$ cat src/lsu_defs.svh
`ifndef LSU_DEFS_SVH
`define LSU_DEFS_SVH

// data path width in bits
`define LSU_XLEN 32

// data memory size in words
`define LSU_MEM_WORDS 64

// word index width, log2 of LSU_MEM_WORDS
`define LSU_MEM_AW 6

// operation tag carried to writeback
`define LSU_TAG_WIDTH 6

`endif

$ cat src/lsu_pkg.sv
`default_nettype none

`include "lsu_defs.svh"

package lsu_pkg;

    typedef logic [`LSU_XLEN-1:0] xlen_t;
    typedef logic [`LSU_TAG_WIDTH-1:0] tag_t;
    typedef logic [`LSU_XLEN/8-1:0] byte_mask_t;
    typedef logic [1:0] byte_offset_t;

    // value 3 is reserved
    typedef enum logic [1:0] {
        SIZE_BYTE = 2'd0,
        SIZE_HALF = 2'd1,
        SIZE_WORD = 2'd2
    } mem_size_e;

    typedef enum logic [1:0] {
        EXC_NONE           = 2'd0,
        EXC_LOAD_MISALIGN  = 2'd1,
        EXC_STORE_MISALIGN = 2'd2
    } exc_code_e;

    typedef struct packed {
        logic      valid;
        logic      is_store;
        logic      uext;
        mem_size_e size;
        tag_t      tag;
        xlen_t     base;
        xlen_t     imm;
        xlen_t     wdata;
    } lsu_req_t;

    typedef struct packed {
        logic       valid;
        logic       is_store;
        logic       uext;
        mem_size_e  size;
        tag_t       tag;
        xlen_t      addr;
        byte_mask_t mask;
        logic       misalign;
        xlen_t      wdata;
    } lsu_s1_t;

    typedef struct packed {
        logic         valid;
        logic         is_store;
        logic         uext;
        mem_size_e    size;
        tag_t         tag;
        byte_offset_t offset;
        logic         misalign;
        xlen_t        rdata;
    } lsu_s2_t;

    typedef struct packed {
        logic      valid;
        tag_t      tag;
        logic      is_store;
        exc_code_e exc;
        xlen_t     data;
    } lsu_resp_t;

endpackage

`default_nettype wire

$ cat src/lsu_align_stage.sv
`timescale 1ns/1ns
`default_nettype none

`include "lsu_defs.svh"

module lsu_align_stage (
    input  logic               clk,
    input  logic               rst,
    input  lsu_pkg::lsu_s2_t   s2_i,
    output lsu_pkg::lsu_resp_t resp_o
);

    logic [2*`LSU_XLEN-1:0] rdata_dbl;
    logic [4:0]             shamt;
    lsu_pkg::xlen_t         rot;
    lsu_pkg::xlen_t         ext;
    lsu_pkg::exc_code_e     exc;
    lsu_pkg::lsu_resp_t     resp_d;
    lsu_pkg::lsu_resp_t     resp_q;
    logic                   valid_q;

    // rotate so the addressed byte lands in lane 0
    assign shamt     = {s2_i.offset, 3'b000};
    assign rdata_dbl = {s2_i.rdata, s2_i.rdata} >> shamt;
    assign rot       = rdata_dbl[`LSU_XLEN-1:0];

    always_comb begin
        case (s2_i.size)
            lsu_pkg::SIZE_BYTE: ext = {{(`LSU_XLEN-8){~s2_i.uext & rot[7]}}, rot[7:0]};
            lsu_pkg::SIZE_HALF: ext = {{(`LSU_XLEN-16){~s2_i.uext & rot[15]}}, rot[15:0]};
            lsu_pkg::SIZE_WORD: ext = rot;
            default:            ext = '0;
        endcase
    end

    always_comb begin
        if (!s2_i.misalign) begin
            exc = lsu_pkg::EXC_NONE;
        end else if (s2_i.is_store) begin
            exc = lsu_pkg::EXC_STORE_MISALIGN;
        end else begin
            exc = lsu_pkg::EXC_LOAD_MISALIGN;
        end
    end

    always_comb begin
        resp_d.valid    = s2_i.valid;
        resp_d.tag      = s2_i.tag;
        resp_d.is_store = s2_i.is_store;
        resp_d.exc      = exc;
        // stores and faulting loads return no data
        resp_d.data     = (s2_i.is_store | s2_i.misalign) ? '0 : ext;
    end

    always_ff @(posedge clk or posedge rst) begin
        if (rst) begin
            valid_q <= 1'b0;
        end else begin
            valid_q <= s2_i.valid;
        end
    end

    always_ff @(posedge clk) begin
        resp_q <= resp_d;
    end

    always_comb begin
        resp_o       = resp_q;
        resp_o.valid = valid_q;
    end

    a_resp_valid_known: assert property (@(posedge clk) disable iff (rst)
        !$isunknown(resp_o.valid))
        else $error("response valid is unknown");

endmodule

`default_nettype wire

$ cat config.mk
export PLATFORM = sky130hd
export DESIGN_NAME = lsu_align_stage
export DESIGN_NICKNAME = d
export VERILOG_FILES = /design/src/lsu_pkg.sv /design/src/lsu_align_stage.sv
export VERILOG_INCLUDE_DIRS = /design/src
export SDC_FILE = /design/constraint.sdc
export NUM_CORES = 1
export LEC_CHECK = 0
export ABC_AREA = 1
export BUFFER_PORTS_ARGS = -buffer_cell sky130_fd_sc_hd__buf_2
export CELL_PAD_IN_SITES_DETAIL_PLACEMENT = 1
export CELL_PAD_IN_SITES_GLOBAL_PLACEMENT = 1
export CORE_MARGIN = 4
export CORE_UTILIZATION = 32
export DETAILED_ROUTE_END_ITERATION = 12
export PLACE_DENSITY_LB_ADDON = 0.1
export REMOVE_ABC_BUFFERS = 1
export SYNTH_ARGS = -nofsm -noshare
export SYNTH_HDL_FRONTEND = slang
export SYNTH_SLANG_ARGS = --single-unit
$ cat constraint.sdc
create_clock -name clk -period 0.8 [get_ports clk]
set_input_delay 0.12 -clock clk [delete_from_list [all_inputs] [get_ports clk]]
set_output_delay 0.12 -clock clk [all_outputs]
set_load 0.05 [all_outputs]
# Yosys cells after proc, flatten, opt, wreduce, memory -nomap -nowiden

Index checks and enable logic that the tools add are counted.

Reduce and logical (&&, ||, !) cells: 1
Multiplexer cells: 2
Equality and inequality tests: 2
Shifts and indexed selects: 1
Bitwise logic cells: 4

Operators by type and width:

| cell                 | count |
|---|---|
| $pmux W32 S3         | 1 |
| $shr A64 B5 Y32      | 1 |
| $and A1 B1 Y1        | 2 |
| $eq A2 B1 Y1 const B | 1 |
| $eq A2 B2 Y1 const B | 1 |
| $logic_not A2 Y1     | 1 |
| $mux W2              | 1 |
| $not A1 Y1           | 1 |
| $or A1 B1 Y1         | 1 |

Flip-flop bits (word level): 42
Word-level logic and storage cells: 15
Bits of input ports: 48

# Longest topological paths before layout

Depth after elaboration: 3
Mapped depth: 9
Depth with buffers taken out: 7

# Least setup slack after synthesis

OpenSTA, ideal clock, no wires.

Path type: input to register
Start point: in s2_i[34] in the netlist's numbering
End point: reg resp_q (netlist bit resp_o[12])
Cell stages on the path: 6
Arrival time: 855 ps
Required time: 677 ps
Buffers on the path: 2
Setup slack: -178 ps
Cell sequence: buf_2 -> inv_1 -> clkbuf_1 -> nand3_1 -> nand3_1 -> a21oi_1

Longest elaborated chain between the ends: 3

Ends and longest elaborated chain:

| element              | RTL line              | text |
|---|---|---|
| start, declared      | lsu_align_stage.sv:9  | `input lsu_pkg::lsu_s2_t s2_i,` |
| $shr A64 B5 Y32 (*)  | lsu_align_stage.sv:24 | `assign rdata_dbl = {s2_i.rdata, s2_i.rdata} >> shamt;` |
| $and A1 B1 Y1        | lsu_align_stage.sv:29 | `` lsu_pkg::SIZE_BYTE: ext = {{(`LSU_XLEN-8){~s2_i.uext & rot[7]}}, rot[7:0]}; `` |
| $pmux W32 S3 (*)     | lsu_align_stage.sv:28 | `case (s2_i.size)` |
| end signal, assigned | lsu_align_stage.sv:64 | `resp_q <= resp_d;` |
| end, declared        | lsu_align_stage.sv:19 | `lsu_pkg::lsu_resp_t resp_q;` |

Mark *: on every way between the ends. The rest lies on a longest branch, timed or not.
A chain may end at the register's enable or synchronous reset.

# Worst setup path in the final report

Start point: reg valid_q
End point: out resp_o[41] in the netlist's numbering

RTL lines:

| element                | RTL line              | text |
|---|---|---|
| start, declared        | lsu_align_stage.sv:20 | `logic valid_q;` |
| start signal, assigned | lsu_align_stage.sv:59 | `valid_q <= s2_i.valid;` |
| end, declared          | lsu_align_stage.sv:10 | `output lsu_pkg::lsu_resp_t resp_o` |

No word-level cell between the ends.

==> run metrics <==
failing checks negative setup slack; Slew Viols, Final 0; row cnt 29; worst-path fanout max 1; Reg power frac 0.419; share of post-route cells with drive strength above 1 0.4635; Mapped Area 2074 um^2; WL/cell 16.17 um; Starting Density 0.3286; Max rail drop VDD 0.9134 mV; hold path depth 2; area taken by multi-input logic gates 1099 um^2; worst path arrival time 830 ps; I/O Pins 90; Worst Max-Slew Pin Slew 414.6 ps; clock power share 0.270; HP Class in -> reg; RSZ-0062 raised after global routing yes; run status complete, but fails checks; slowest stage delay, CP 380 ps; area delta synth->final 75.21%; Commonest cells post-synth nand2_1 (100), nand3_1 (90), dfxtp_1 (41), inv_1 (23), nor2_1 (17); share of the synthesized area in the top cell type 0.3957; GRT Total Usage 0.1983; slowest CP cell dfrtp_1; final WL 8.328 mm; clk sinks 42; Mapped Cells 312; Distinct cells, synth 15; Final Hold Viols 0; dpl hpwl 5.450 mm; first-pass GRT wire length 12.01 mm; Relative slew margins 0.7233; Crit. End Element output pin; Via Count 2,536; final setup margin -145.5 ps; vias in the first global route 2,491; Post-synth top flop dfxtp_1; Leakage 1.895 nW; core area 6314 um^2; EDFF count, synth 0; Pre-antenna DRT Iters 4; Filler cells 774; die width 88.52 um; count leader, synth nand2_1; die area 7835 um^2; CP Launch Type flip-flop; Max-Cap Viols 0; gr ovfl total 0; post-synthesis sequential area ratio 0.4077; Levels on crit path 1; Syn. warnings 0; antenna-violating nets left 0; crit path kind reg -> out; flops & latches, synth 42; CTS root buf clkbuf_8; hold path start s2_i[44]; Combinational Power Share 0.311; drt via density 4.924; Die H 88.52 um; CTS H-tree depth 2; Worst Path Buf+Inv 1; clk buf depth 2; Post-synth ARST share 0.02381; Final period util 1.182; sequential cell area 897.1 um^2; f_max 1058 MHz; critical path cell sequence buf_6; Post-DP Area 2765 um^2; Switching Fraction 0.3294; largest net degree at the start of global routing 25; Detailed Route Iter0 Violations 50; Worst EP required 680 ps; WL met2 4.291 mm; Top delay family on crit path flip-flops; IO Port Bufs 89; drt drc 0; final setup fails 42; WHS 48.61 ps; Post-Syn Area per Cell 6.649 um^2; Num CTS Buffers 5; diodes inserted 0; met1 WL 3.236 mm; power per standard cell area 1484 nW/um^2; RePlAce Congestion 0.8233; Final Critical Period 945.5 ps; post-route cell area 3635 um^2; Internal 3.618 mW; CTS tree yes; top layer in use met4; Crit. Startpoint valid_q; nets 485; metal3 WL 593 um; Synth area leaders dfxtp_1 (40%), nand3_1 (22%), nand2_1 (18%); Psw 1.777 mW; Reg clk slew, reported paths 80 ps; initial antenna violation count 0; top cell type by total area after synthesis dfxtp_1
## timing repair
item	in CTS	in global routing
hold buffers	8	0
resized for setup	156	48
cloned	0	3
setup buffers	0	4
hold endpoints to repair	8	0
endpoints found under the setup margin	65	66
pin swaps	1	4
## layer usage
metal  GRT usage  vias to the layer above
met5           0                        -
met1      0.2299                     1176
met2      0.3630                       88
li1            -                     1257
met3     0.04376                       15
met4     0.05769                        0
## per-stage QoR
| stage | util | setup TNS, ps | std cells | worst slack (ps) | total power [mW] |
|---|---|---|---|---|---|
| after detailed placement | 0.4380 | -9999 | 492 | -394.8 | 3.571 |
| after floorplan | - | -15190 | 293 | -586.6 | 3.018 |
| after CTS | 0.5325 | -4485 | 508 | -152.2 | 5.266 |
| after global placement | 0.4380 | -8636 | 492 | -373.7 | 3.551 |
| after global routing | 0.5757 | -6446 | 515 | -182.4 | 5.707 |
| final | 0.5757 | -4277 | 515 | -145.5 | 5.395 |
## layout make-up
cell class / instances / area share
sequential: 42 / 0.2468
multi-input combinational: 227 / 0.3022
clock buffer: 7 / 0.02375
tap: 77 / 0.02651
inverter: 24 / 0.02754
clock inverter: 1 / 0.001377
timing repair buffer: 137 / 0.3718
## power by group through the flow
stage                     Clock [mW]  Sequential [mW]  Combinational [mW]
after floorplan                    0             2.58               0.435
after global placement             0             2.25                1.30
after detailed placement           0             2.25                1.32
after CTS                       1.50             2.25                1.52
after global routing            1.62             2.27                1.81
final                           1.46             2.26                1.68
## cells in the final DEF, fill, tap and decap left out
cell and n:
nand3_1 86, nand2_2 6, inv_6 2, nor3_4 1, dlygate4sd3_1 8, nor2_4 1
buf_6 12, inv_2 1, clkbuf_16 2, buf_12 4, dfxtp_2 41, nand3_4 2
clkbuf_1 1, buf_8 38, nand3_2 4, clkinv_2 1, a21oi_2 6, nor3_2 1
nor2_1 16, buf_2 45, nand2_1 94, nor2_2 2, inv_1 21, nor3_1 6
dfrtp_1 1, a21oi_1 2, clkbuf_8 6, buf_4 28
## kinds of logic after synthesis
group,Yosys count,share of synthesized area
AND/OR/NAND/NOR,219,0.4638
AO/OA/AOI/OAI,8,0.01930
buffers and inverters,43,0.1092
flip-flops,42,0.4077
## path summary, 6_finish.rpt
| kind | endpoint | slack [ps] |
|---|---|---|
| setup / recovery | resp_o[41] | -150 |
| hold / removal | resp_o[34] | 50 |
| max in group asynchronous | valid_q | 530 |
| min in group asynchronous | valid_q | 190 |
## sequential cells by signal, summed over array words and instances, names as in the netlist
register  count
resp_o       41
valid_q       1
(Power assumes the default switching activity.)
