===== src/lsu_defs.svh =====
`ifndef LSU_DEFS_SVH
`define LSU_DEFS_SVH

// data path width in bits
`define LSU_XLEN 32

// data memory size in words
`define LSU_MEM_WORDS 64

// word index width, log2 of LSU_MEM_WORDS
`define LSU_MEM_AW 6

// operation tag carried to writeback
`define LSU_TAG_WIDTH 6

`endif


===== src/lsu_pkg.sv =====
`default_nettype none

`include "lsu_defs.svh"

package lsu_pkg;

    typedef logic [`LSU_XLEN-1:0] xlen_t;
    typedef logic [`LSU_TAG_WIDTH-1:0] tag_t;
    typedef logic [`LSU_XLEN/8-1:0] byte_mask_t;
    typedef logic [1:0] byte_offset_t;

    // value 3 is reserved
    typedef enum logic [1:0] {
        SIZE_BYTE = 2'd0,
        SIZE_HALF = 2'd1,
        SIZE_WORD = 2'd2
    } mem_size_e;

    typedef enum logic [1:0] {
        EXC_NONE           = 2'd0,
        EXC_LOAD_MISALIGN  = 2'd1,
        EXC_STORE_MISALIGN = 2'd2
    } exc_code_e;

    typedef struct packed {
        logic      valid;
        logic      is_store;
        logic      uext;
        mem_size_e size;
        tag_t      tag;
        xlen_t     base;
        xlen_t     imm;
        xlen_t     wdata;
    } lsu_req_t;

    typedef struct packed {
        logic       valid;
        logic       is_store;
        logic       uext;
        mem_size_e  size;
        tag_t       tag;
        xlen_t      addr;
        byte_mask_t mask;
        logic       misalign;
        xlen_t      wdata;
    } lsu_s1_t;

    typedef struct packed {
        logic         valid;
        logic         is_store;
        logic         uext;
        mem_size_e    size;
        tag_t         tag;
        byte_offset_t offset;
        logic         misalign;
        xlen_t        rdata;
    } lsu_s2_t;

    typedef struct packed {
        logic      valid;
        tag_t      tag;
        logic      is_store;
        exc_code_e exc;
        xlen_t     data;
    } lsu_resp_t;

endpackage

`default_nettype wire


===== src/lsu_mem_stage.sv =====
`timescale 1ns/1ns
`default_nettype none

`include "lsu_defs.svh"

module lsu_mem_stage (
    input  logic             clk,
    input  logic             rst,
    input  lsu_pkg::lsu_s1_t s1_i,
    output lsu_pkg::lsu_s2_t s2_o
);

    lsu_pkg::xlen_t        mem [`LSU_MEM_WORDS];
    logic [`LSU_MEM_AW-1:0] widx;
    lsu_pkg::byte_offset_t offset;
    logic                  wr_en;
    lsu_pkg::xlen_t        wdata_sh;
    lsu_pkg::lsu_s2_t      s2_d;
    lsu_pkg::lsu_s2_t      s2_q;
    logic                  valid_q;

    // upper address bits dropped, so addresses wrap
    assign widx   = s1_i.addr[`LSU_MEM_AW+1:2];
    assign offset = s1_i.addr[1:0];

    // misaligned stores leave memory alone
    assign wr_en = s1_i.valid & s1_i.is_store & ~s1_i.misalign;

    // low store bytes moved up to their lane
    assign wdata_sh = s1_i.wdata << {offset, 3'b000};

    always_ff @(posedge clk or posedge rst) begin
        if (rst) begin
            for (int i = 0; i < `LSU_MEM_WORDS; i++) begin
                mem[i] <= '0;
            end
        end else if (wr_en) begin
            for (int b = 0; b < `LSU_XLEN/8; b++) begin
                if (s1_i.mask[b]) begin
                    mem[widx][b*8 +: 8] <= wdata_sh[b*8 +: 8];
                end
            end
        end
    end

    always_comb begin
        s2_d.valid    = s1_i.valid;
        s2_d.is_store = s1_i.is_store;
        s2_d.uext     = s1_i.uext;
        s2_d.size     = s1_i.size;
        s2_d.tag      = s1_i.tag;
        s2_d.offset   = offset;
        s2_d.misalign = s1_i.misalign;
        s2_d.rdata    = mem[widx];
    end

    always_ff @(posedge clk or posedge rst) begin
        if (rst) begin
            valid_q <= 1'b0;
        end else begin
            valid_q <= s1_i.valid;
        end
    end

    always_ff @(posedge clk) begin
        s2_q <= s2_d;
    end

    always_comb begin
        s2_o       = s2_q;
        s2_o.valid = valid_q;
    end

    // the addressed word survives any cycle without an aligned valid store
    a_no_stray_write: assert property (@(posedge clk) disable iff (rst)
        !(s1_i.valid && s1_i.is_store && !s1_i.misalign)
        |=> mem[$past(widx)] == $past(mem[widx]))
        else $error("memory changed without an aligned store");

endmodule

`default_nettype wire


===== config.mk =====
export PLATFORM = sky130hd
export DESIGN_NAME = lsu_mem_stage
export DESIGN_NICKNAME = d
export VERILOG_FILES = /design/src/lsu_pkg.sv /design/src/lsu_mem_stage.sv
export VERILOG_INCLUDE_DIRS = /design/src
export SDC_FILE = /design/constraint.sdc
export NUM_CORES = 2
export LEC_CHECK = 0
export ABC_AREA = 1
export BUFFER_PORTS_ARGS = -buffer_cell sky130_fd_sc_hd__buf_2
export CAP_MARGIN = 20
export CORE_MARGIN = 2
export CORE_UTILIZATION = 46
export CTS_CLUSTER_DIAMETER = 30
export DETAILED_ROUTE_END_ITERATION = 8
export GPL_ROUTABILITY_DRIVEN = 0
export GPL_TIMING_DRIVEN = 1
export PLACE_DENSITY = 0.64
export SETUP_SLACK_MARGIN = 0.1
export SKIP_LAST_GASP = 1
export SYNTH_ARGS = -nofsm -noshare
export SYNTH_HDL_FRONTEND = slang
export SYNTH_SLANG_ARGS = --single-unit

===== constraint.sdc =====
create_clock -name clk -period 72.6 [get_ports clk]
set_input_delay 7.26 -clock clk [delete_from_list [all_inputs] [get_ports clk]]
set_output_delay 7.26 -clock clk [all_outputs]
set_load 0.005 [all_outputs]

---- Yosys cells after proc, flatten, opt, wreduce, memory -nomap -nowiden ----
Cells that the tools add are included.
word-level totals
  register bits after elaboration ......... 2094
  output and inout bits ................... 46
cells by class
  magnitude comparators ................... 2
  shift operators ......................... 1
  mux-type cells .......................... 22
  bitwise logic cells ..................... 4
  reductions and logical operators ........ 1
operator list
  operator              number
  $mux W2048            7
  $bwmux W2048          4
  $demux W32 S6         4
  $bmux W32 S6          1
  $mux W32              3
  $shl A32 B5 Y32       1
  $mux W24              1
  $mux W16              1
  $mux W8               1
  $ge A7 B7 Y1 const B  1
  $lt A7 B1 Y1 const B  1
  $not A6 Y7            1
  $and A1 B1 Y1         2
  $logic_and A1 B1 Y1   1
  $not A1 Y1            1

---- Logic depth before layout (Yosys ltp) ----
  depth in word-level cells ............... 16
  gate-level depth with buffers ........... 11

---- Worst setup path after synthesis ----
OpenSTA, ideal clock, no wires.
  path type ............................... input -> register
  from .................................... input port s1_i[37] in the netlist's numbering
  to ...................................... register mem[1048] in the netlist's numbering
  library setup time ...................... 136 ps
  data arrival time ....................... 8568 ps
  data required time ...................... 72464 ps
  setup slack ............................. 63896 ps
  stages on the path ...................... 8
  path buffers ............................ 4
  cell sequence ........................... buf_2 > buf_4 > clkbuf_1 > o211ai_1 > o21ai_0 > inv_1 > clkbuf_1 > o21ai_0
between the ends
  word-level cells in the longest chain between the ends .. 3
ends and longest elaborated chain
  item                            line                 source
  start: declaration              lsu_mem_stage.sv:9   input lsu_pkg::lsu_s1_t s1_i,
  $shl A32 B5 Y32                 lsu_mem_stage.sv:30  assign wdata_sh = s1_i.wdata << {offset, 3'b000};
  $bwmux W2048                    lsu_mem_stage.sv:40  mem[widx][b*8 +: 8] <= wdata_sh[b*8 +: 8];
  $mux W2048                      lsu_mem_stage.sv:39  if (s1_i.mask[b]) begin
  end signal: indexed assignment  lsu_mem_stage.sv:40
  end: declaration                lsu_mem_stage.sv:13  lsu_pkg::xlen_t mem [`LSU_MEM_WORDS];
No other way between the ends.
A chain may end at the register's enable or synchronous reset.

==> metrics.yaml <==
die:
  design.die.area_mm2: 0.2205
  io_pins: 128
  row_count: 170
  die_w_um: 469.6
  initial_utilization_pct: 46.36
  die_y_um: 469.6
  core-area_mm2: 0.2150
power_and_ir_drop:
  intPower_mw: 2.762
  ir_worst_vdd_uv: 33.86
  power_density_mw_per_mm2: 30.33
  seq_power_share_pct: 33.6
  power.share.clock_pct: 60.7
  p_comb_share_pct: 5.7
  switchingPower_mw: 0.8397
  leakagePower_nw: 57.57
  switching_share_pct: 23.32
place:
  port-buffer-count: 103
  placed_cells: 15720
  dpl.hpwl_um: 186900
clocking:
  cts.sinks: 2094
  cts_buffers: 482
  cts-resized-gates: 0
  clock_latency_ns: 1.01
  hold_buffers: 0
  cts_setup_buffers: 0
  clk_pin_slew_ns: 0.05
  tritoncts: "done"
  h-tree-depth: 5
  clockBufferDepth: 4
  root_buffer: "clkbuf_16"
critical_path:
  crit_path_start_kind: "input pin"
  end_kind: "flop"
  critPathArrivalTime_ns: 11.93
  worstPathMaxFanout: 92
  critPathKind: "in -> reg"
  cp_data_required_time_ns: 73.44
detailed_routing:
  drt-wirelength-per-cell_um: 19.16
  final_antenna_net_count: 0
  via_per_inst: 5.230
  drt-pass1-iter-count: 7
  drtIter0Drc: 8662
  drc_errors: 0
  finalWirelength_um: 318300
  vias: 86880
job:
  cap_viol_max_count: 0
sta:
  fin_worst_skew_ns: 0.06824
  slew_headroom_pct: 11.60
  hold_violations: 0
  fin_crit_ns: 11.09
  tightest_slew_ns: 1.325
  final-setup-viol-count: 0
  finalCritPeriodShare_pct: 15.28
  drv_slew: 0
  grt_setup_unrepaired: "false"
  fin_setup_tns_ns: 0
  max_freq_ghz: 0.09016
logic_synthesis:
  syn_area_per_cell_um2: 7.397
  synth_commonest_cells: "4864 x nand2_1, 2292 x o21ai_0, 2049 x dfrtp_1, 1926 x inv_1, 967 x nand3_1"
  yosysWarnings: 0
  synth.area.top_cells: "dfrtp_1 51%, nand2_1 18%, o21ai_0 12%, inv_1 7.3%, nand3_1 4.9%"
  synth_most_common_cell: "nand2_1"
  netlist-cell-type-count: 21
  syn_area_mm2: 0.09970
  ys_seq_area_share_pct: 52.33
  synth_cells: 13480
  synth-seq-cells: 2094
  ys_async_sr_fraction_pct: 97.85
  synth_ff_type: "dfrtp_1"
  synth_edf_count: 0
  syn_nets: 13560
  netlist.area_leader.share_pct: 51.43
  yosys.area.top_type: "dfrtp_1"
layout:
  layout-drive-gt1-share_pct: 9.237
  fin_nets: 13450
  layout.cells.non_filler: 16610
  areaGrowthSynthToFinish_pct: 19.09
worst_hold_path:
  hold_path_class: "reg -> reg"
outcome:
  outcome: "completed"
global_route:
  antenna_found_initial: 22
  grt_util_all_layers_pct: 28.62
  grt_pass1_wl_um: 491200
  grt_pass1_vias: 83460
  grt_max_degree: 185
  grt_overflow: 0
worst paths after layout:
| check | startpoint | end | slack [ns] | cells past startpoint |
|---|---|---|---|---|
| max | s1_i[39] | s2_o[14] | 61.51 | 12 |
| min reg2reg | mem[932] | mem[932] | 0.47 | 2 |
| max reg2reg | mem[953] | s2_o[25] | 70.11 | 7 |
| min | mem[932] | mem[932] | 0.47 | 2 |
| min in group asynchronous | rst | mem[1899] | 6.48 | 2 |
| max in group asynchronous | rst | mem[98] | 62.11 | 6 |
area by class of cell:
class                      count  area [µm²]
timing repair buffer         256        1908
antenna                       24       60.06
inverter                    1933        7278
multi-input combinational   8602       37260
sequential                  2094       52180
clock inverter               219        2919
fill                       19380       96300
clock buffer                 645       13590
tap                         2838        3551
layout by cell type (no fill, tap or decap), types with 10 or more instances in the layout:
master	Yosys	routed
clkbuf_8	0	83
o21ai_0	2292	2287
inv_6	0	10
clkbuf_16	0	486
inv_2	5	12
clkinv_4	0	11
nand3_1	967	962
o211ai_1	42	42
inv_1	1926	1917
buf_4	2	132
or2_2	125	125
clkinvlp_4	0	38
diode_2	0	24
buf_2	81	102
dfxtp_1	45	45
nand2_1	4864	4853
clkbuf_1	713	76
clkinv_2	0	92
dfrtp_1	2049	2049
bufinv_16	0	64
nor2_2	2	44
nor2_1	250	203
a21oi_1	36	36
nand2_2	1	12
state kept, by name, indices dropped and copies added (netlist names):
signal / count
s2_o: 45
mem: 2048
valid_q: 1
cells by family (layout without fill, tap and decap cells):
group	after synthesis	after routing	share of synthesized area, %
AND/OR/NAND/NOR	6229	6229	25.07
buffers and inverters	2782	3053	10.58
AO/OA/AOI/OAI	2373	2373	12.02
flip-flops	2094	2094	52.33
other	0	24	0
critical path, stage by stage:
cell and delay, ns:
buf_8 0.26, inv_8 0.61, buf_4 0.72, buf_4 0.72, buf_4 0.78, nand2_1 0.13, nand3_1 0.12, nand2_1 0.09
o21ai_0 0.37, nand2_1 0.22, nor2_1 0.34, nand2_1 0.16
through the flow:
stage                     power [mW]  hold slack (ns)  instance area [µm²]  setup WS, ns  util (%)
after detailed placement       1.429           0.4646               102000         60.60     47.44
after CTS                      3.618           0.4755               118500         61.65     55.12
after floorplan                1.355           0.4451                99700         7.462         -
after global placement         1.425           0.4583               102000         60.63     47.41
after global routing           3.709           0.4907               118700         61.40     55.20
final                          3.601           0.4718               118700         61.51     55.22
power groups by stage:
| stage | combinational, mW | clock (mW) | sequential (mW) |
|---|---|---|---|
| 2_1_floorplan | 0.127 | 0 | 1.23 |
| 3_3_place_gp | 0.200 | 0 | 1.22 |
| 3_5_place_dp | 0.204 | 0 | 1.23 |
| 4_1_cts | 0.205 | 2.20 | 1.21 |
| 5_1_grt | 0.228 | 2.27 | 1.21 |
| 6_report | 0.206 | 2.19 | 1.21 |
metal layers:
layer,up-vias,part of all wire [%],GRT usage (%)
met5,-,0.043,0.3245
met4,20,5.8,16.45
met3,749,7.8,6.177
met2,3162,45,44.76
met1,41490,41,36.77
li1,41460,-,-
No activity file was read; power rests on OpenSTA's default activity.
