[config.mk]
export PLATFORM = sky130hd
export DESIGN_NAME = lsu_agu_stage
export DESIGN_NICKNAME = d
export VERILOG_FILES = /design/src/lsu_pkg.sv /design/src/lsu_agu_stage.sv
export VERILOG_INCLUDE_DIRS = /design/src
export SDC_FILE = /design/constraint.sdc
export NUM_CORES = 1
export LEC_CHECK = 0
export CORE_MARGIN = 3
export CORE_UTILIZATION = 50
export CTS_BUF_LIST = sky130_fd_sc_hd__clkbuf_2 sky130_fd_sc_hd__clkbuf_4 sky130_fd_sc_hd__clkbuf_8
export DETAILED_ROUTE_END_ITERATION = 6
export DONT_BUFFER_PORTS = 1
export HOLD_SLACK_MARGIN = 0.06
export PLACE_DENSITY = 0.64
export SLEW_MARGIN = 10
export SYNTH_ARGS = -nofsm -noshare
export SYNTH_HDL_FRONTEND = slang
export SYNTH_SLANG_ARGS = --single-unit
[constraint.sdc]
create_clock -name clk -period 0.8 [get_ports clk]
set_input_delay 0.12 -clock clk [delete_from_list [all_inputs] [get_ports clk]]
set_output_delay 0.12 -clock clk [all_outputs]
set_load 0.01 [all_outputs]
[src/lsu_defs.svh]
`ifndef LSU_DEFS_SVH
`define LSU_DEFS_SVH

// data path width in bits
`define LSU_XLEN 32

// data memory size in words
`define LSU_MEM_WORDS 64

// word index width, log2 of LSU_MEM_WORDS
`define LSU_MEM_AW 6

// operation tag carried to writeback
`define LSU_TAG_WIDTH 6

`endif

[src/lsu_pkg.sv]
`default_nettype none

`include "lsu_defs.svh"

package lsu_pkg;

    typedef logic [`LSU_XLEN-1:0] xlen_t;
    typedef logic [`LSU_TAG_WIDTH-1:0] tag_t;
    typedef logic [`LSU_XLEN/8-1:0] byte_mask_t;
    typedef logic [1:0] byte_offset_t;

    // value 3 is reserved
    typedef enum logic [1:0] {
        SIZE_BYTE = 2'd0,
        SIZE_HALF = 2'd1,
        SIZE_WORD = 2'd2
    } mem_size_e;

    typedef enum logic [1:0] {
        EXC_NONE           = 2'd0,
        EXC_LOAD_MISALIGN  = 2'd1,
        EXC_STORE_MISALIGN = 2'd2
    } exc_code_e;

    typedef struct packed {
        logic      valid;
        logic      is_store;
        logic      uext;
        mem_size_e size;
        tag_t      tag;
        xlen_t     base;
        xlen_t     imm;
        xlen_t     wdata;
    } lsu_req_t;

    typedef struct packed {
        logic       valid;
        logic       is_store;
        logic       uext;
        mem_size_e  size;
        tag_t       tag;
        xlen_t      addr;
        byte_mask_t mask;
        logic       misalign;
        xlen_t      wdata;
    } lsu_s1_t;

    typedef struct packed {
        logic         valid;
        logic         is_store;
        logic         uext;
        mem_size_e    size;
        tag_t         tag;
        byte_offset_t offset;
        logic         misalign;
        xlen_t        rdata;
    } lsu_s2_t;

    typedef struct packed {
        logic      valid;
        tag_t      tag;
        logic      is_store;
        exc_code_e exc;
        xlen_t     data;
    } lsu_resp_t;

endpackage

`default_nettype wire

[src/lsu_agu_stage.sv]
`timescale 1ns/1ns
`default_nettype none

`include "lsu_defs.svh"

module lsu_agu_stage (
    input  logic              clk,
    input  logic              rst,
    input  lsu_pkg::lsu_req_t req_i,
    output lsu_pkg::lsu_s1_t  s1_o
);

    lsu_pkg::xlen_t        addr;
    lsu_pkg::byte_offset_t offset;
    lsu_pkg::byte_mask_t   mask;
    logic                  misalign;
    lsu_pkg::lsu_s1_t      s1_d;
    lsu_pkg::lsu_s1_t      s1_q;
    logic                  valid_q;

    assign addr   = req_i.base + req_i.imm;
    assign offset = addr[1:0];

    always_comb begin
        case (req_i.size)
            lsu_pkg::SIZE_HALF: misalign = offset[0];
            lsu_pkg::SIZE_WORD: misalign = |offset;
            default:            misalign = 1'b0;
        endcase
    end

    // lanes start at the byte offset
    always_comb begin
        case (req_i.size)
            lsu_pkg::SIZE_BYTE: mask = lsu_pkg::byte_mask_t'(4'b0001) << offset;
            lsu_pkg::SIZE_HALF: mask = lsu_pkg::byte_mask_t'(4'b0011) << offset;
            lsu_pkg::SIZE_WORD: mask = {(`LSU_XLEN/8){1'b1}};
            default:            mask = '0;
        endcase
    end

    always_comb begin
        s1_d.valid    = req_i.valid;
        s1_d.is_store = req_i.is_store;
        s1_d.uext     = req_i.uext;
        s1_d.size     = req_i.size;
        s1_d.tag      = req_i.tag;
        s1_d.addr     = addr;
        s1_d.mask     = mask;
        s1_d.misalign = misalign;
        s1_d.wdata    = req_i.wdata;
    end

    always_ff @(posedge clk or posedge rst) begin
        if (rst) begin
            valid_q <= 1'b0;
        end else begin
            valid_q <= req_i.valid;
        end
    end

    always_ff @(posedge clk) begin
        s1_q <= s1_d;
    end

    always_comb begin
        s1_o       = s1_q;
        s1_o.valid = valid_q;
    end

    // size 3 has no meaning on the request port
    a_no_rsvd_size: assert property (@(posedge clk) disable iff (rst)
        req_i.valid |-> req_i.size != lsu_pkg::mem_size_e'(2'd3))
        else $error("valid request with reserved size");

endmodule

`default_nettype wire

# --- Yosys cells after proc, flatten, opt, wreduce, memory -nomap -nowiden ---
# Index checks and enable logic that the tools add are counted.
totals:
  register_bits: 80
  inputBits: 109
  output_inout_bits: 80
  elab_cells: 18
classes:
  addsub: 1
  n_eq_ne: 2
  n_shift: 2
  muxes: 2
  reduce_logical: 2
ops:
  columns: ["operator", "n"]
  rows:
  - ["adder 32 bit", 1]
  - ["one-hot mux 4 bit (3 select lines)", 1]
  - ["left shift 1 x 2 -> 4 bit (first input constant)", 1]
  - ["left shift 2 x 2 -> 4 bit (first input constant)", 1]
  - ["== test 2 x 1 -> 1 bit (second input constant)", 1]
  - ["== test 2 bit (second input constant)", 1]
  - ["logical NOT 2 bit", 1]
  - ["one-hot mux 1 bit (2 select lines)", 1]
  - ["OR reduction 2 bit", 1]

# --- Depth between registers and ports, before layout ---
# Gate-level depths: netlist (run 1).
depth:
  depth_word: 3
  mapped_depth: 10
  ltp_nobuf: 10

# --- Least setup slack after synthesis (run 1) ---
# Ideal clock, no wire load.
synth_timing:
  path_kind: "input -> register"
  start: "input req_i[32] (netlist bit)"
  end: "register s1_q (netlist bit s1_o[63])"
  arrival_ns: 2.043
  required_time_ns: 0.728
  setup_slack_ns: -1.315
  stages: 10
  path_buffers: 0
  path_cell_list: "ha_1 -> inv_1 -> fa_1 -> and2b_1 -> o2111ai_1 -> a31oi_1 -> or2b_1 -> a31oi_2 -> o31ai_1 -> xor2_1"
synth_between:
  elab_chain_cells: 1
synth_lines:
  columns: ["element", "line_no", "text"]
  rows:
  - ["from (decl)", "lsu_agu_stage.sv:9", "input lsu_pkg::lsu_req_t req_i,"]
  - ["adder 32 bit", "lsu_agu_stage.sv:21", "assign addr = req_i.base + req_i.imm;"]
  - ["net addr[26]", "lsu_agu_stage.sv:13", "lsu_pkg::xlen_t addr;"]
  - ["to (signal assigned)", "lsu_agu_stage.sv:63", "s1_q <= s1_d;"]
  - ["to (decl)", "lsu_agu_stage.sv:18", "lsu_pkg::lsu_s1_t s1_q;"]
# The timed path passes the listed nets, and every way through them passes these cells.

# --- Worst setup path in the final report (run 1) ---
layout_timing:
  start: "input req_i[64] (netlist bit)"
  end: "register s1_q (netlist bit s1_o[67])"
# The elaborated chain is that of the path after synthesis.

==> flow_summary.toml, run 1 <==
[outcome]
status = "finished, violations left"
violations = "negative setup slack"

[yosys]
synthSimpleGateAreaFrac = 0.121
synth.avg_cell_area_um2 = 10.1
synth_seq_area_share = 0.467
synth_area_mm2 = 0.00344
synth_xor_area_frac = 0.0764
synth_enable_flop_cells = 0
post_synth_num_cell_types = 49
netlist_instances = 342
syn_nets = 485
synthAdderAreaFrac = 0.126
synth_compound_area_frac = 0.176
synth_top_family_by_area = "compound AO/OA/AOI/OAI gates"
synth_mux_area_frac = 0.00291
synth_top_flop_cell = "dfxtp_1"
ys_warn_count = 0
ys_seq_elements = 80
synthArstFlopShare = 0.0125

[cells_and_area]
diodes = 0
layout_commonest_cell = "buf_4"
drive_above_1_share = 0.549
fill_cells = 310
area_growth_pct = 63.0
instances_no_fill = 576
final_cell_mix = "buf_4 (94), dfxtp_2 (73), dlygate4sd3_1 (48)"
final_nets = 637

[clock_tree]
cts_sinks = 80
cts_max_path_buffers = 2
cts_root_buf = "clkbuf_8"
cts_tree = "built"
path_clk_slew_ns = 0.11
htree_num_levels = 3
numCtsBuffers = 9

[detailed_routing]
wl_mm = 13.3
vias = 3266
wl_per_cell_um = 23.0
drt_iter0_drc = 99
ant_nets = 0
first_pass_iters = 4
drc = 0
routed_via_density = 5.67

[worst_setup_path]
criticalPathCategory = "input pin to flop"
critPathArrivalTime_ns = 2.07
cp_max_fo = 3
cp-end-kind = "flop"
cp-start-kind = "input pin"
required_ns = 1.07

[sta]
rsz0062_at_grt = "yes"
whs_ns = 0.0460
fin_ws_ns = -1.00
worst_pin_slew_ns = 0.480
finalSetupTns_ns = -21.88
finalHoldViolCount = 0
slew_headroom = 0.677
fmax_mhz = 555
period_share = 2.25
period_minus_slack_ns = 1.80
slew_viol_final = 0
finalSetupViolCount = 112

[die]
ios = 189
std_cell_rows = 29
core-area_mm2 = 0.00649
initial_utilization = 0.530
die_h_um = 88.9
fp.dieW_um = 88.9
dieArea_mm2 = 0.00791

[worst_hold_path]
hp-class = "input pin to flop"

[placed_design]
io_buffers = 0
place_hpwl_mm = 7.44
dp.cells = 496
finalWeightedCongestion = 0.904

[power_and_ir_drop]
vdd_drop_max_uv = 1010
power.leakage_nw = 2.42
powerDensity_mw_per_mm2 = 1990

[global_route]
grt_pass1_vias = 3317
antenna_found_initial = 0
grt_use_total = 0.289
grt_max_degree = 16
grt_overflow = 0
grt_pass1_wl_mm = 17.1

[run]
maxCapViolCount = 0
## what timing repair did
item | in CTS | in global routing
pin swaps | 27 | 21
setup endpoints to repair | 111 | 113
cloned | 0 | 0
endpoints found under the hold margin | 52 | 2
gates resized for setup | 127 | 41
setup buffers | 6 | 7
hold buffers | 49 | 2
## critical path, stage by stage
cell,delay (ns)
ha_4,0.13
inv_2,0.04
fa_2,0.33
and2b_1,0.24
o2111ai_2,0.16
a31oi_2,0.21
or2b_1,0.20
a31oi_4,0.15
o31ai_2,0.26
xor2_1,0.23
## layer usage
layer / vias to the layer above / share of wire / routed length [µm] / GRT usage
met3: 52 / 0.074 / 983 / 0.0627
li1: 1525 / - / - / -
met4: 0 / 0.055 / 729 / 0.146
met5: - / 0 / 0 / 0
met1: 1514 / 0.37 / 4860 / 0.327
met2: 175 / 0.50 / 6680 / 0.509
## stage by stage
step | area (µm²) | utilization | setup slack (ns) | power (W)
6_report | 5610 | 0.863 | -1.00 | 0.0111
5_1_grt | 5610 | 0.863 | -1.03 | 0.0116
4_1_cts | 5380 | 0.828 | -0.854 | 0.0106
3_5_place_dp | 4250 | 0.655 | -1.35 | 0.00724
3_3_place_gp | 4250 | 0.655 | -1.26 | 0.00720
2_1_floorplan | 3560 | - | -1.21 | 0.00631
## cells in the mapped netlist, types with 2 or more instances
cell | number | area, µm²
xor2_1 | 11 | 96.3
nand3_1 | 8 | 40.0
o31ai_1 | 5 | 37.5
inv_1 | 9 | 33.8
o2111ai_1 | 2 | 17.5
nor2_1 | 17 | 63.8
a21o_1 | 14 | 105
nor3_1 | 5 | 25.0
or3_1 | 3 | 18.8
nand4_1 | 7 | 43.8
a21oi_1 | 32 | 160
a211oi_1 | 2 | 15.0
o21ai_0 | 18 | 90.1
clkbuf_1 | 7 | 26.3
nor2b_1 | 3 | 18.8
o211ai_1 | 3 | 22.5
o21bai_1 | 3 | 22.5
buf_4 | 4 | 30.0
xnor2_1 | 19 | 166
a31oi_1 | 6 | 37.5
ha_1 | 33 | 413
nand2b_1 | 4 | 25.0
and2_1 | 2 | 12.5
o21ai_1 | 2 | 10.0
dfxtp_1 | 79 | 1580
o21a_1 | 2 | 15.0
nand2_1 | 20 | 75.1
## report_power, final
group	internal, W	switching, W	total (W)
logic	0.00165	0.00138	0.00303
clock network	0.00128	0.00168	0.00296
registers	0.00460	0.000550	0.00515
total	0.00753	0.00362	0.0111
## flip-flops by register name, summed over array words and instances, names as in the netlist
register and cells:
valid_q 1, s1_o 79
## worst paths after layout
check / start / end / slack [ns] / depth (start not counted)
hold / removal: req_i[72] / s1_o[45] / 0.05 / 3
min in group asynchronous: rst / valid_q / 0.61 / 3
max in group asynchronous: rst / valid_q / 0.08 / 3
setup / recovery: req_i[64] / s1_o[67] / -1.00 / 10
## area by class of cell
| class | count | area, µm² | share of cell area |
|---|---|---|---|
| multi-input combinational | 240 | 2250 | 0.401 |
| sequential | 80 | 1720 | 0.306 |
| timing repair buffer | 154 | 1330 | 0.236 |
| clock buffer | 11 | 145 | 0.0259 |
| tap | 77 | 96.3 | 0.0172 |
| clock inverter | 5 | 40.0 | 0.00714 |
| inverter | 9 | 36.3 | 0.00647 |
## cell families after synthesis
group / count (synthesis)
AOI/OAI and AO/OA: 96
xor gates and xnor gates: 30
adders and majority gates: 34
buffers and inverters: 22
DFF: 80
muxes: 1
and+or+nand+nor: 79
Note: power is estimated with default switching activity, not from simulation.
==> inputs of run 2 (changes only) <==
- clock period: 0.8 -> 1.8 ns (I/O delays scaled with it)
==> run 2 against run 1 <==
  * Non-clock buffer count down 31
  * Largest power group unchanged
  * Critical path depth stayed put
  * The flow still finishes with violations (negative setup slack)
  * Combinational power shrank 66%
==> flow_summary.toml, run 2 (synthesis gave the netlist of run 1 again) <==
[clock_tree]
htree_num_levels = 3
cts_max_path_buffers = 2
numCtsBuffers = 9
cts_root_buf = "clkbuf_8"
cts_sinks = 80
cts_tree = "built"
path_clk_slew_ns = 0.09

[detailed_routing]
drc = 0
vias = 2959
dr.max_layer_used = "met4"
drt-met1-wl_mm = 3.81
first_pass_iters = 4
wl_per_cell_um = 18.3
drt_iter0_drc = 80
dr_wl_met2_mm = 4.95
ant_nets = 0
met3RoutedLength_um = 775
wl_mm = 9.96
routed_via_density = 5.43

[power_and_ir_drop]
internal_power_w = 0.00337
p_switching_w = 0.00141
p_seq_frac = 0.467
vdd_drop_max_uv = 500
clkPwrFrac = 0.319
comb_power_share = 0.214
p_sw_frac = 0.295
power.leakage_nw = 2.17
powerDensity_mw_per_mm2 = 980

[sta]
rsz0062_at_grt = "yes"
slew_viol_final = 0
finalSetupViolCount = 2
period_share = 1.01
finalHoldViolCount = 0
period_minus_slack_ns = 1.82
worst_pin_slew_ns = 0.376
slew_headroom = 0.747
finalSetupTns_ns = -0.0358
fin_ws_ns = -0.0244
fmax_mhz = 548

[die]
std_cell_rows = 29
die_h_um = 88.9
ios = 189
initial_utilization = 0.530
core-area_mm2 = 0.00649
dieArea_mm2 = 0.00791
fp.dieW_um = 88.9

[worst_setup_path]
cp-startpoint = "req_i[32]"
timing.critical_path.cells = "ha_4 -> inv_2 -> fa_2 -> and2b_1 -> o2111ai_2 -> a31oi_2 -> or2b_1 -> a31oi_4 -> o31ai_2 -> xor2_1"
cp_max_fo = 3
cp-start-kind = "input pin"
cp-end-kind = "flop"
critPathArrivalTime_ns = 2.11
required_ns = 2.08
crit_cells = 10
cpMaxStageDelayCell = "fa_2"
cp_top_family = "compound AO/OA/AOI/OAI gates"
max_stage_delay_ns = 0.34
path_buf_inv = 1
criticalPathCategory = "input pin to flop"

[cells_and_area]
post-route-util = 0.750
fill_cells = 444
regArea_mm2 = 0.00161
drive_above_1_share = 0.271
area_growth_pct = 41.7
final_cell_mix = "buf_4 (79), dfxtp_1 (79), dlygate4sd3_1 (44)"
multi_input_area_mm2 = 0.00187
largest_register_ffs = 79
final_nets = 606
diodes = 0

[worst_hold_path]
min_from = "req_i[103]"
whs_path_depth = 2
hp-class = "input pin to flop"

[placed_design]
io_buffers = 0
finalWeightedCongestion = 0.927
place_hpwl_mm = 7.23

[global_route]
antenna_found_initial = 0
grt_pass1_vias = 2946
grt_use_total = 0.245
grt_pass1_wl_mm = 14.5
grt_max_degree = 17
grt_overflow = 0

[outcome]
violations = "negative setup slack"
status = "finished, violations left"

[run]
maxCapViolCount = 0
-- run 2: stage by stage --
stage                     setup WS (ns)  instance area [µm²]  std cells  hold WS (ns)  total power [W]
final                           -0.0244                 4870        545        0.0778          0.00478
after floorplan                  -0.366                 3560        342      -0.00129          0.00280
after global placement           -0.386                 4130        480      0.000991          0.00316
after CTS                       0.00393                 4840        542        0.0601          0.00476
after detailed placement         -0.455                 4130        480       0.00154          0.00317
after global routing             -0.112                 4870        545        0.0754          0.00500
-- run 2: routing by layer --
metal | track usage | vias to the layer above
li1 | - | 1458
met1 | 0.271 | 1335
met2 | 0.424 | 136
met3 | 0.0608 | 30
met4 | 0.142 | 0
met5 | 0 | -
-- run 2: repair_timing --
item,CTS,global route
setup buffers,2,3
resized for setup,4,2
endpoints found under the hold margin,46,0
hold buffers,44,0
setup endpoints to repair,3,7
pin swaps,6,3
-- run 2: final cells by class --
| type | count | share of cell area |
|---|---|---|
| inverters | 9 | 0.00693 |
| well taps | 77 | 0.0198 |
| clock inverters | 7 | 0.0221 |
| flip-flops and latches | 80 | 0.330 |
| multi-input cells | 240 | 0.384 |
| repair buffers | 123 | 0.212 |
| clock buffers | 9 | 0.0254 |
-- run 2: worst paths after layout --
| check | end | slack (ns) |
|---|---|---|
| min | s1_o[36] | 0.08 |
| max | s1_o[67] | -0.02 |
| max in group asynchronous | valid_q | 1.51 |
| min in group asynchronous | valid_q | 0.20 |
-- run 2: power groups by stage --
stage	sequential, W	combinational (W)	clock, W
final	0.00223	0.00102	0.00153
after global routing	0.00225	0.00113	0.00162
after CTS	0.00223	0.000997	0.00153
after detailed placement	0.00227	0.000897	0
after global placement	0.00227	0.000886	0
after floorplan	0.00221	0.000587	0
==> inputs of run 3 (changes only) <==
- CORE_ASPECT_RATIO: not set -> 1.4
==> run 3 against run 2 <==
  * Sequential cell count unchanged
  * Combinational power increased by 6%
  * Sequential power about the same
  * Largest power group unchanged
  * Global-route usage increased by 2.3 points
  * The flow still finishes with violations (negative setup slack)
  * Fmax decreased by 0.28%
  * First-iteration DRC count increased by 26%
  * Hold slack improved by 0.015 ns
  * Worst setup slack got worse by 0.0051 ns
  * Critical path depth unchanged
  * Utilization increased by 0.60 points
  * Highest routed layer unchanged
  * Final area increased by 2.6%
  * Die area increased by 0.17%
  * Largest cell class unchanged
==> flow_summary.toml, run 3 (synthesis gave the netlist of run 1 again) <==
[clock_tree]
path_clk_slew_ns = 0.09
htree_num_levels = 3
numCtsBuffers = 9
cts_tree = "built"
cts_sinks = 80
cts_root_buf = "clkbuf_8"
cts_max_path_buffers = 2

[sta]
finalHoldViolCount = 0
fin_ws_ns = -0.0295
period_share = 1.02
slew_viol_final = 0
finalSetupTns_ns = -0.0295
rsz0062_at_grt = "yes"
slew_headroom = 0.754
worst_pin_slew_ns = 0.365
finalSetupViolCount = 1
fmax_mhz = 547
period_minus_slack_ns = 1.83

[power_and_ir_drop]
total_power_w = 0.00489
vdd_drop_max_uv = 666
power.leakage_nw = 2.18
powerDensity_mw_per_mm2 = 978

[detailed_routing]
first_pass_iters = 4
ant_nets = 0
routed_via_density = 5.43
drc = 0
drt_iter0_drc = 101
vias = 3034
wl_mm = 10.9
wl_per_cell_um = 19.6

[die]
core-area_mm2 = 0.00661
dieArea_mm2 = 0.00792
fp.dieW_um = 76.1
initial_utilization = 0.520
std_cell_rows = 35
ios = 189
die_h_um = 104

[cells_and_area]
final_cell_mix = "dfxtp_1 (79), buf_4 (78), dlygate4sd3_1 (44)"
largest_register_ffs = 79
fill_cells = 455
diodes = 0
drive_above_1_share = 0.289
area_growth_pct = 45.4
layout_commonest_cell = "dfxtp_1"
final_nets = 605
post-route-util = 0.756

[global_route]
grt_pass1_vias = 3199
grt_max_degree = 16
grt_overflow = 0
grt_util_met1 = 0.265
grt_use_total = 0.267
grtUsageMet2 = 0.525
gr-max-usage-layer = "met2"
grt.met3_usage = 0.0641
grt_pass1_wl_mm = 16.6
antenna_found_initial = 0

[run]
maxCapViolCount = 0

[outcome]
violations = "negative setup slack"
status = "finished, violations left"

[worst_hold_path]
min_from = "req_i[32]"
whs_path_depth = 1
hp-class = "input pin to flop"
min_to = "s1_o[37]"

[worst_setup_path]
criticalPathCategory = "input pin to flop"
critPathArrivalTime_ns = 2.12
cp-start-kind = "input pin"
cp_max_fo = 3
cp-end-kind = "flop"
required_ns = 2.09

[placed_design]
place_hpwl_mm = 7.75
finalWeightedCongestion = 0.881
io_buffers = 0
==> run 3: cell types whose count changed in the layout (fill, tap and decap cells not counted), sizes merged <==
cell,delta
inv,-1
clkinv,+1
clkinvlp,-1
clkbuf,+1
buf,-1
==> run 3: worst max-delay path by stage <==
stage / to / start / depth (start not counted) / slack [ns]
6_report: s1_o[63] / req_i[64] / 10 / -0.03
5_1_grt: s1_o[63] / req_i[64] / 10 / -0.12
4_1_cts: s1_o[67] / req_i[64] / 10 / -0.006
3_5_place_dp: s1_o[63] / req_i[32] / 10 / -0.44
3_3_place_gp: s1_o[63] / req_i[32] / 10 / -0.36
2_1_floorplan: s1_o[63] / req_i[32] / 10 / -0.37
==> run 3: metrics by stage <==
stage          cells  hold WS [ns]  cell area [µm²]  worst slack [ns]
6_report         559        0.0929             5000           -0.0295
5_1_grt          559        0.0806             5000            -0.120
4_1_cts          556        0.0645             4850          -0.00597
3_5_place_dp     493       0.00478             4130            -0.441
3_3_place_gp     493      0.000999             4130            -0.364
2_1_floorplan    342      -0.00129             3560            -0.366
==> run 3: layer usage <==
metal	share of wire	vias to the layer above
met5	0	-
met4	0.036	0
met1	0.36	1414
met2	0.55	140
met3	0.058	31
li1	-	1449
==> run 3: cell type report <==
class | count | area [µm²] | share of cell area
multi-input combinational | 240 | 1980 | 0.397
timing repair buffer | 122 | 1030 | 0.205
tap | 92 | 115 | 0.0230
sequential | 80 | 1610 | 0.321
clock inverter | 6 | 97.6 | 0.0195
inverter | 9 | 33.8 | 0.00676
clock buffer | 10 | 138 | 0.0275
==> run 3: report_power, final <==
group | switching [W] | internal [W] | leakage (nW) | total, W
Combinational | 0.000496 | 0.000586 | 1.38 | 0.00108
Clock | 0.000732 | 0.000842 | 0.119 | 0.00157
Sequential | 0.000236 | 0.00200 | 0.678 | 0.00224
==> run 3: worst max-delay path: stages <==
cell and delay, ns:
ha_4 0.12, inv_2 0.04, fa_2 0.34, and2b_2 0.24, o2111ai_2 0.12, a31oi_2 0.22, or2b_1 0.20, a31oi_4 0.13
o31ai_2 0.28, xor2_1 0.15
==> run 3: what timing repair did <==
action,in CTS,in global routing
gates resized for setup,3,18
endpoints found under the setup margin,3,11
buffers inserted,3,4
gates cloned,0,0
hold endpoints to repair,46,0
pin swaps,8,14
hold buffers,44,0
